## src/jbus_pkg.sv

```systemverilog
// Shared widths, configuration bits, lane codes and enums for the external bus interface, imported by all RTL
package jbus_pkg;

	// Local and external address width
	localparam int ADDR_W = 24;

	// Local and external data width
	localparam int DATA_W = 32;

	// Bit positions inside the 2-bit configuration word
	localparam int CFG_DSP16 = 0;
	localparam int CFG_BIGEND = 1;

	// Lane format codes on dmuxu
	// Outbound data is replicated, inbound byte and word data is zero-filled
	// Straight through, all four lanes as they are
	localparam logic [1:0] LANE_PASS = 2'b00;
	// Low half mirrored into the upper half, in both directions
	localparam logic [1:0] LANE_UP = 2'b01;
	// Word in bits 15..0
	localparam logic [1:0] LANE_WORD = 2'b10;
	// Byte in bits 7..0
	localparam logic [1:0] LANE_BYTE = 2'b11;

	// Steering selects on dmuxd
	// Bit 1 picks the half, bit 0 picks the byte inside it
	localparam logic [1:0] SEL_LO_HALF = 2'b00;
	localparam logic [1:0] SEL_HI_HALF = 2'b10;

	// Transfer size requested by the local master
	typedef enum logic [1:0] {
		SZ_BYTE = 2'b00,
		SZ_WORD = 2'b01,
		SZ_LONG = 2'b10
	} xfer_size_e;

	// Bus sequencer states
	// ST_HI is the upper-half phase of a split long
	// ST_LO is the only phase or the lower-half phase
	typedef enum logic [1:0] {
		ST_IDLE = 2'b00,
		ST_HI = 2'b01,
		ST_LO = 2'b10,
		ST_DONE = 2'b11
	} cyc_state_e;

endpackage

```

## src/bus_cycle_ctrl.sv

```systemverilog
// Bus cycle sequencer that splits a local request into strobe/ack phases and drives jbus_lanes, used in jbus_top
module bus_cycle_ctrl (
	input  logic                 sys_clk,
	input  logic                 rst,
	input  logic                 req,
	input  logic                 we,
	input  jbus_pkg::xfer_size_e size,
	input  logic [1:0]           addr_lo,
	input  logic                 dsp16,
	input  logic                 bigend,
	input  logic                 ext_ack,
	output logic                 busy,
	output logic                 done,
	output logic                 ext_strobe,
	output logic                 ext_we,
	output logic                 ad_load,
	output logic                 seta1,
	output logic [1:0]           dinlatch,
	output logic [1:0]           dmuxu,
	output logic [1:0]           dmuxd,
	output logic                 xdsrc
);
	import jbus_pkg::*;

	cyc_state_e state;

	// Request held for the whole transfer
	logic we_q;
	xfer_size_e size_q;
	logic [1:0] a_lo_q;
	// Long on a 16-bit bus, runs as two phases
	logic two_ph_q;

	logic accept;
	logic split;
	logic phase_ack;
	logic rd;

	// A request is taken in idle or on the done cycle
	assign busy = (state == ST_HI) || (state == ST_LO);
	assign done = (state == ST_DONE);
	assign accept = req && !busy;

	// Phase count from size and bus width
	assign split = (size == SZ_LONG) && dsp16;

	// Ack only counts while the strobe is up
	assign phase_ack = ext_strobe && ext_ack;

	// Address latched on the accepted request, valid when the strobe rises
	assign ad_load = accept;

	// Second phase of a split long addresses the lower half
	assign seta1 = (state == ST_LO) && two_ph_q;

	assign ext_we = ext_strobe && we_q;
	assign rd = !we_q;

	// Lanes take ext_din on reads
	assign xdsrc = rd;

	// Phase sequencer
	// Strobe drops the cycle after ack and stays low one cycle between phases
	always_ff @(posedge sys_clk) begin
		if (rst) begin
			state <= ST_IDLE;
			ext_strobe <= 1'b0;
			we_q <= 1'b0;
			size_q <= SZ_BYTE;
			a_lo_q <= 2'b00;
			two_ph_q <= 1'b0;
		end else begin
			case (state)
				ST_IDLE, ST_DONE: begin
					if (accept) begin
						state <= split ? ST_HI : ST_LO;
						ext_strobe <= 1'b1;
						we_q <= we;
						size_q <= size;
						a_lo_q <= addr_lo;
						two_ph_q <= split;
					end else begin
						state <= ST_IDLE;
					end
				end
				ST_HI: begin
					if (phase_ack) begin
						ext_strobe <= 1'b0;
					end else if (!ext_strobe) begin
						// Gap cycle over, start the lower half
						state <= ST_LO;
						ext_strobe <= 1'b1;
					end
				end
				ST_LO: begin
					if (phase_ack) begin
						ext_strobe <= 1'b0;
					end else if (!ext_strobe) begin
						state <= ST_DONE;
					end
				end
				default: begin
					state <= ST_IDLE;
				end
			endcase
		end
	end

	// Read latch enables, one cycle on the ack of a read phase
	// Upper half first on a split long, lower half second
	always_comb begin
		dinlatch = 2'b00;
		if (phase_ack && rd) begin
			if (state == ST_HI) begin
				dinlatch = 2'b10;
			end else if (two_ph_q) begin
				dinlatch = 2'b01;
			end else begin
				dinlatch = 2'b11;
			end
		end
	end

	// Lane selects
	// Steering applies to reads only, except the upper half of a split long write
	always_comb begin
		dmuxd = SEL_LO_HALF;
		dmuxu = LANE_PASS;
		case (size_q)
			SZ_BYTE: begin
				dmuxu = LANE_BYTE;
				if (rd) begin
					// 16-bit bus: byte within the half, 32-bit bus: lane 3-L when big-endian
					dmuxd = dsp16 ? {1'b0, a_lo_q[0] ^ bigend} : (a_lo_q ^ {2{bigend}});
				end
			end
			SZ_WORD: begin
				dmuxu = LANE_WORD;
				if (rd && !dsp16) begin
					dmuxd = {a_lo_q[1] ^ bigend, 1'b0};
				end
			end
			default: begin
				if (two_ph_q) begin
					if (state == ST_HI && !rd) begin
						// Upper half out on both halves
						dmuxd = SEL_HI_HALF;
					end else begin
						// Lower half out, or the 16-bit input moved to the half being latched
						dmuxu = LANE_UP;
					end
				end
			end
		endcase
	end

	// The master waits for busy to fall before the next request
	a_req_not_busy: assert property (
		@(posedge sys_clk) disable iff (rst)
		req |-> !busy
	) else $error("request issued while busy");

	// A waiting phase keeps its strobe, direction and address half until ack
	a_strobe_hold: assert property (
		@(posedge sys_clk) disable iff (rst)
		ext_strobe && !ext_ack |=> ext_strobe && $stable(seta1) && $stable(ext_we)
	) else $error("strobe phase changed before ack");

endmodule

```

## src/jbus_lanes.sv

```systemverilog
// Byte-lane steering, split read latches, address latch and config flags, driven by bus_cycle_ctrl in jbus_top
module jbus_lanes (
	input  logic                        sys_clk,
	input  logic                        rst,
	input  logic [jbus_pkg::DATA_W-1:0] wdata,
	input  logic [jbus_pkg::DATA_W-1:0] ext_din,
	input  logic [jbus_pkg::ADDR_W-1:0] a,
	input  logic                        ad_load,
	input  logic                        seta1,
	input  logic [1:0]                  dinlatch,
	input  logic [1:0]                  dmuxu,
	input  logic [1:0]                  dmuxd,
	input  logic                        xdsrc,
	input  logic [1:0]                  cfg,
	input  logic                        cfgw,
	output logic [jbus_pkg::DATA_W-1:0] dout,
	output logic [jbus_pkg::DATA_W-1:0] rdata,
	output logic [jbus_pkg::ADDR_W-1:0] aout,
	output logic                        dsp16,
	output logic                        bigend
);
	import jbus_pkg::*;

	// Selected source, write data or bus input
	logic [DATA_W-1:0] d1;
	// Half picked by dmuxd[1]
	logic [15:0] hsel;
	// Byte picked by dmuxd[0]
	logic [7:0] bsel;
	// Steered word, upper half always passes
	logic [DATA_W-1:0] steer;
	// Formatted lanes, shared by the outbound and inbound paths
	logic [DATA_W-1:0] lanes;
	// Read data halves
	logic [DATA_W-1:0] rd_q;
	// Phase address
	logic [ADDR_W-1:0] ad_q;

	// Source select
	// xdsrc high on reads
	assign d1 = xdsrc ? ext_din : wdata;

	// Downward steering
	// SEL_HI_HALF on a write brings the upper half of a split long to bits 15..0
	assign hsel = dmuxd[1] ? d1[31:16] : d1[15:0];
	assign bsel = dmuxd[0] ? hsel[15:8] : hsel[7:0];
	assign steer = {d1[31:16], hsel[15:8], bsel};

	// Lane format
	// Writes copy low lanes upward, reads clear the lanes above the item
	always_comb begin
		case (dmuxu)
			LANE_PASS: begin
				lanes = steer;
			end
			LANE_UP: begin
				lanes = {steer[15:0], steer[15:0]};
			end
			LANE_WORD: begin
				lanes = {xdsrc ? 16'h0000 : steer[15:0], steer[15:0]};
			end
			LANE_BYTE: begin
				lanes = xdsrc ? {24'h000000, steer[7:0]} : {4{steer[7:0]}};
			end
		endcase
	end

	// Outbound data for ext_dout
	assign dout = lanes;

	// Split read latches
	// Each half loads only on its own enable, so a split long assembles over two phases
	always_ff @(posedge sys_clk) begin
		if (dinlatch[0]) begin
			rd_q[15:0] <= lanes[15:0];
		end
		if (dinlatch[1]) begin
			rd_q[31:16] <= lanes[31:16];
		end
	end

	// Already steered and zero-extended before capture
	assign rdata = rd_q;

	// Address latch
	// Loaded once per transfer, on the accepted request
	always_ff @(posedge sys_clk) begin
		if (ad_load) begin
			ad_q <= a;
		end
	end

	// Bit 1 forced for the lower half of a split long
	assign aout = ad_q | {{(ADDR_W-2){1'b0}}, seta1, 1'b0};

	// Configuration flags
	// cfgw already qualified by the top level
	always_ff @(posedge sys_clk) begin
		if (rst) begin
			dsp16 <= 1'b0;
			bigend <= 1'b0;
		end else if (cfgw) begin
			dsp16 <= cfg[CFG_DSP16];
			bigend <= cfg[CFG_BIGEND];
		end
	end

	// Latch enables only come from an active phase, which the top keeps apart from cfgw
	a_no_latch_on_cfg: assert property (
		@(posedge sys_clk) disable iff (rst)
		!(cfgw && (dinlatch != 2'b00))
	) else $error("read latch enabled during a configuration write");

endmodule

```

## src/jbus_top.sv

```systemverilog
// Top level of the external bus interface, joining the sequencer and the lane datapath to the pins
module jbus_top (
	input  logic                        sys_clk,
	input  logic                        rst,
	input  logic                        req,
	input  logic                        we,
	input  jbus_pkg::xfer_size_e        size,
	input  logic [jbus_pkg::ADDR_W-1:0] addr,
	input  logic [jbus_pkg::DATA_W-1:0] wdata,
	input  logic [1:0]                  cfg,
	input  logic                        cfg_wr,
	input  logic [jbus_pkg::DATA_W-1:0] ext_din,
	input  logic                        ext_ack,
	output logic                        busy,
	output logic                        done,
	output logic [jbus_pkg::DATA_W-1:0] rdata,
	output logic [jbus_pkg::ADDR_W-1:0] ext_addr,
	output logic [jbus_pkg::DATA_W-1:0] ext_dout,
	output logic                        ext_we,
	output logic                        ext_strobe,
	output logic                        dsp16,
	output logic                        bigend
);

	// Sequencer to datapath controls
	logic ad_load;
	logic seta1;
	logic xdsrc;
	logic [1:0] dinlatch;
	logic [1:0] dmuxu;
	logic [1:0] dmuxd;

	// Config writes only land between transfers
	logic cfgw;
	assign cfgw = cfg_wr && !busy;

	bus_cycle_ctrl u_ctrl (
		.sys_clk    (sys_clk),
		.rst        (rst),
		.req        (req),
		.we         (we),
		.size       (size),
		.addr_lo    (addr[1:0]),
		.dsp16      (dsp16),
		.bigend     (bigend),
		.ext_ack    (ext_ack),
		.busy       (busy),
		.done       (done),
		.ext_strobe (ext_strobe),
		.ext_we     (ext_we),
		.ad_load    (ad_load),
		.seta1      (seta1),
		.dinlatch   (dinlatch),
		.dmuxu      (dmuxu),
		.dmuxd      (dmuxd),
		.xdsrc      (xdsrc)
	);

	// Address and data lanes, config flags fed back to the sequencer
	jbus_lanes u_lanes (
		.sys_clk  (sys_clk),
		.rst      (rst),
		.wdata    (wdata),
		.ext_din  (ext_din),
		.a        (addr),
		.ad_load  (ad_load),
		.seta1    (seta1),
		.dinlatch (dinlatch),
		.dmuxu    (dmuxu),
		.dmuxd    (dmuxd),
		.xdsrc    (xdsrc),
		.cfg      (cfg),
		.cfgw     (cfgw),
		.dout     (ext_dout),
		.rdata    (rdata),
		.aout     (ext_addr),
		.dsp16    (dsp16),
		.bigend   (bigend)
	);

endmodule

```

## config.mk

```make
export PLATFORM = sky130hd
export DESIGN_NAME = jbus_top
export DESIGN_NICKNAME = d
export VERILOG_FILES = /design/src/jbus_pkg.sv /design/src/bus_cycle_ctrl.sv /design/src/jbus_lanes.sv /design/src/jbus_top.sv
export SDC_FILE = /design/constraint.sdc
export NUM_CORES = 1
export LEC_CHECK = 0
export BUFFER_PORTS_ARGS = -buffer_cell sky130_fd_sc_hd__buf_2
export CAP_MARGIN = 5
export CORE_UTILIZATION = 48
export CTS_CLUSTER_DIAMETER = 30
export DETAILED_ROUTE_END_ITERATION = 8
export PLACE_DENSITY = 0.84
export SETUP_SLACK_MARGIN = 0.3
export SLEW_MARGIN = 10
export SYNTH_ARGS = -nofsm -noshare
export SYNTH_HDL_FRONTEND = slang
export SYNTH_SLANG_ARGS = --single-unit
export TNS_END_PERCENT = 100
```

## constraint.sdc

```tcl
create_clock -name sys_clk -period 4.1 [get_ports sys_clk]
set_input_delay 0.615 -clock sys_clk [delete_from_list [all_inputs] [get_ports sys_clk]]
set_output_delay 0.615 -clock sys_clk [all_outputs]
set_load 0.01 [all_outputs]
```

==> results.rst <==
.. list-table::
   :header-rows: 1

   * - Metric
     - Value
   * - Number of H-tree branching levels
     - 3
   * - Biggest area consumer among synthesized cells
     - sky130_fd_sc_hd__edfxtp_1
   * - Synth-to-layout area growth
     - 32.6%
   * - Count of standard-cell rows
     - 30
   * - Effective utilization at floorplan
     - 0.498
   * - Number of max-slew violations in the final report
     - 0
   * - Initial antenna violation count
     - 0
   * - Critical path required time
     - 3.48 ns
   * - CTS tree
     - done
   * - P_leak
     - 1.93 nW
   * - PortBufs
     - 191
   * - Worst R2R Path Depth
     - 4
   * - Number of failing setup endpoints in the final timing report
     - 0
   * - HPWL reported at the end of detailed placement
     - 7090 um
   * - Maximum count of clock buffers along a single path
     - 2
   * - Final period utilization
     - 0.829
   * - Count of vias placed by the detailed router
     - 2870
   * - Maximum clock rate
     - 294 MHz
   * - Start of the worst register-to-register path
     - u_ctrl.we_q
   * - Iteration-0 DRC count of the detailed router
     - 242
   * - Clock slew seen by the registers of the worst setup and hold paths
     - 0.08 ns
   * - Count of warnings emitted by yosys
     - 0
   * - Buffer count from post-CTS setup fixing
     - 0
   * - Area of the die
     - 7390 sq um
   * - Synth Area per Inst
     - 12.4 sq um
   * - Post-route setup TNS
     - 0 ns
   * - Post-place instance area
     - 4270 sq um
   * - Share of Yosys cell area claimed by the top area cell type
     - 0.497
   * - GPL Wtd Cong
     - 0.869
   * - Terminus of the critical flop-to-flop path
     - u_lanes.rdata[26]
   * - Top area cells in the synthesized netlist
     - sky130_fd_sc_hd__edfxtp_1 50%, sky130_fd_sc_hd__mux2i_1 9.8%, sky130_fd_sc_hd__mux2_2 7.3%
   * - CTS Buf Count
     - 9
   * - Number of sinks handled by clock tree synthesis
     - 67
   * - Layout cells sized above 1
     - 0.529
   * - Hold_sp
     - addr[18]
   * - Slew HR
     - 0.308
   * - Tmin final
     - 3.40 ns
   * - Setup repair after global routing missed its margin
     - no
   * - Critical Path End Type
     - primary output
   * - Maximum number of pins on one net before global-route repair
     - 30
   * - Category of the most critical setup path
     - reg -> out
   * - Netlist area before placement
     - 3390 sq um
   * - Area of the core
     - 6790 sq um
   * - Critical path startpoint category
     - register
   * - Routed wire length
     - 9290 um
   * - Max Fanout on Critical Path
     - 26
   * - Number of antenna cells inserted
     - 0
   * - Cells resized by post-CTS repair
     - 0
   * - Type of the worst min-delay path
     - in -> reg
   * - Transition time at the pin with the least slew margin
     - 1.04 ns
   * - Area of all placed cells without fillers
     - 4490 sq um
   * - Result of the run
     - finished clean
   * - Power per unit of standard cell area
     - 502 nW/um^2
   * - Post-synthesis register bit count
     - 67
   * - Global-route wire length before repair
     - 13700 um
   * - Post-Synthesis Net Count
     - 373
   * - Number of iterations in the first detailed-routing pass
     - 4
   * - Io pins
     - 192
   * - Post-route antenna net violation count
     - 0
   * - Clk root buf
     - sky130_fd_sc_hd__clkbuf_8
   * - Sequential share of the synthesized area
     - 0.562
   * - Final hold violations
     - 0
   * - Vias in the first global route
     - 2783
   * - Hold endpoint
     - u_lanes.ad_q[18]
   * - Fin nets
     - 544
   * - FF-to-FF setup slack
     - 1.58 ns
   * - Overall routing resource usage
     - 0.246
   * - Clock insertion delay at the later pin of the skew report
     - 0.34 ns
   * - Hold Worst Slack
     - 0.446 ns
   * - Via/cell ratio
     - 5.28
   * - Worst clock skew
     - 0.0103 ns
   * - Y dimension of the die
     - 86.0 um
   * - # fillers
     - 516
   * - Worst EP arrival
     - 2.79 ns
   * - Count of maximum capacitance violations
     - 0
   * - DRC Markers
     - 0
   * - Detailed-route wire length per cell
     - 17.1 um
   * - Largest voltage drop on the vdd net
     - 0.275 mV
   * - Die Width
     - 86.0 um
   * - Worst hold path depth
     - 1
   * - Post-synth cell types
     - 32
   * - Congestion Overflow GR
     - 0
   * - Gate count after technology mapping
     - 272
   * - Hold buffer count at CTS
     - 0
## Yosys cell counts
cell type	number
sky130_fd_sc_hd__nand2_1	18
sky130_fd_sc_hd__o41ai_4	1
sky130_fd_sc_hd__nor2b_1	1
sky130_fd_sc_hd__nand3_1	3
sky130_fd_sc_hd__o21ai_0	16
sky130_fd_sc_hd__a211oi_1	3
sky130_fd_sc_hd__mux2i_1	33
sky130_fd_sc_hd__a21oi_1	18
sky130_fd_sc_hd__mux2_2	22
sky130_fd_sc_hd__nor2_4	1
sky130_fd_sc_hd__o22ai_1	15
sky130_fd_sc_hd__ha_1	3
sky130_fd_sc_hd__nand4_1	1
sky130_fd_sc_hd__nor2_1	6
sky130_fd_sc_hd__buf_2	2
sky130_fd_sc_hd__or3_1	1
sky130_fd_sc_hd__nand3b_1	1
sky130_fd_sc_hd__inv_1	5
sky130_fd_sc_hd__o21ai_1	1
sky130_fd_sc_hd__a21bo_2	1
sky130_fd_sc_hd__xnor2_1	2
sky130_fd_sc_hd__buf_4	24
sky130_fd_sc_hd__and2_1	2
sky130_fd_sc_hd__o2bb2ai_1	1
sky130_fd_sc_hd__a22oi_1	8
sky130_fd_sc_hd__a21o_1	1
sky130_fd_sc_hd__o21a_1	4
sky130_fd_sc_hd__clkbuf_1	8
sky130_fd_sc_hd__buf_6	1
sky130_fd_sc_hd__edfxtp_1	56
sky130_fd_sc_hd__nor3_1	2
sky130_fd_sc_hd__dfxtp_1	11
## power by group
group	switching, mW	leakage, nW	internal [mW]	total [mW]
combinational	0.437	1.21	0.287	0.723
sequential	0.0522	0.617	0.874	0.927
clock	0.262	0.104	0.340	0.602
total	0.750	1.93	1.50	2.25
## state kept, by name (all words and copies together), names as in the netlist
signal	count
u_ctrl.a_lo_q	2
u_ctrl.state	2
u_lanes.rdata	32
u_lanes.bigend	1
u_ctrl.two_ph_q	1
u_lanes.dsp16	1
u_ctrl.ext_strobe	1
u_lanes.ad_q	24
u_ctrl.size_q	2
u_ctrl.we_q	1
## critical path: stages, from the launching register on
cell and delay, ns:
sky130_fd_sc_hd__dfxtp_2 0.52, sky130_fd_sc_hd__o41ai_4 0.70, sky130_fd_sc_hd__buf_4 0.33, sky130_fd_sc_hd__mux2_2 0.40, sky130_fd_sc_hd__o21ai_0 0.31, sky130_fd_sc_hd__buf_2 0.20
## how the worst max path moves through the flow
stage	cells past startpoint	slack (ns)	endpoint	startpoint
4_1_cts	5	0.68	ext_dout[24]	u_ctrl.we_q
2_1_floorplan	4	1.61	u_lanes.rdata[16]	u_ctrl.we_q
3_5_place_dp	5	1.04	ext_dout[24]	u_ctrl.we_q
6_report	5	0.70	ext_dout[25]	u_ctrl.we_q
3_3_place_gp	5	1.09	ext_dout[24]	u_ctrl.we_q
5_1_grt	5	0.55	ext_dout[25]	u_ctrl.we_q
## cell families (layout without fill, tap and decap cells)
logic type                 Yosys count  in the layout  share of synthesized area
AOI/OAI and AO/OA                   69             69                      0.129
xor gates and xnor gates             2              2                    0.00517
adders and majority gates            3              3                     0.0111
buffers and inverters               40            216                     0.0739
DFF                                 67             67                      0.562
muxes                               55             55                      0.171
and+or+nand+nor                     36             36                     0.0488
## layout make-up
class                   count  area (sq um)  share of cell area
flip-flops and latches     67          1900               0.424
inverters                   5          18.8             0.00418
clock buffers               9           124              0.0276
well taps                  96           120              0.0268
multi-input cells         165          1240               0.277
repair buffers            195           986               0.220
clock inverters             7          92.6              0.0206
## placed cells by master, fill, tap and decap left out
master	instances
sky130_fd_sc_hd__nor2_1	6
sky130_fd_sc_hd__o2bb2ai_1	1
sky130_fd_sc_hd__o21ai_1	1
sky130_fd_sc_hd__xnor2_1	2
sky130_fd_sc_hd__nand2_1	18
sky130_fd_sc_hd__o21a_1	4
sky130_fd_sc_hd__dfxtp_2	1
sky130_fd_sc_hd__and2_1	2
sky130_fd_sc_hd__a21o_1	1
sky130_fd_sc_hd__edfxtp_1	56
sky130_fd_sc_hd__nor3_2	2
sky130_fd_sc_hd__clkinv_1	2
sky130_fd_sc_hd__clkinv_4	2
sky130_fd_sc_hd__nand4_1	1
sky130_fd_sc_hd__dfxtp_1	10
sky130_fd_sc_hd__mux2i_1	33
sky130_fd_sc_hd__inv_1	5
sky130_fd_sc_hd__o22ai_1	15
sky130_fd_sc_hd__o21ai_0	16
sky130_fd_sc_hd__o41ai_4	1
sky130_fd_sc_hd__clkbuf_8	9
sky130_fd_sc_hd__bufinv_16	2
sky130_fd_sc_hd__a22oi_1	8
sky130_fd_sc_hd__buf_2	191
sky130_fd_sc_hd__clkinvlp_4	1
sky130_fd_sc_hd__nor2_4	1
sky130_fd_sc_hd__nand3b_1	1
sky130_fd_sc_hd__ha_1	3
sky130_fd_sc_hd__nand3_1	3
sky130_fd_sc_hd__buf_4	4
sky130_fd_sc_hd__a21oi_1	18
sky130_fd_sc_hd__a21bo_2	1
sky130_fd_sc_hd__or3_1	1
sky130_fd_sc_hd__a211oi_1	3
sky130_fd_sc_hd__mux2_2	22
sky130_fd_sc_hd__nor2b_1	1
## through the flow
| step | setup slack (ns) | power [mW] | utilization | cells |
|---|---|---|---|---|
| floorplan | 1.61 | 1.40 | - | 272 |
| global placement | 1.09 | 1.63 | 0.629 | 528 |
| detailed placement | 1.04 | 1.66 | 0.629 | 528 |
| CTS | 0.681 | 2.26 | 0.661 | 544 |
| global route | 0.553 | 2.36 | 0.661 | 544 |
| finish | 0.699 | 2.25 | 0.661 | 544 |
## routing by layer
| layer | GRT usage | vias to the layer above | share of wire |
|---|---|---|---|
| met5 | 0 | - | 0 |
| met1 | 0.298 | 1349 | 0.39 |
| met2 | 0.426 | 153 | 0.51 |
| met3 | 0.0549 | 21 | 0.072 |
| li1 | - | 1347 | - |
| met4 | 0.0939 | 0 | 0.025 |
Power figures use the tool's default switching activity.
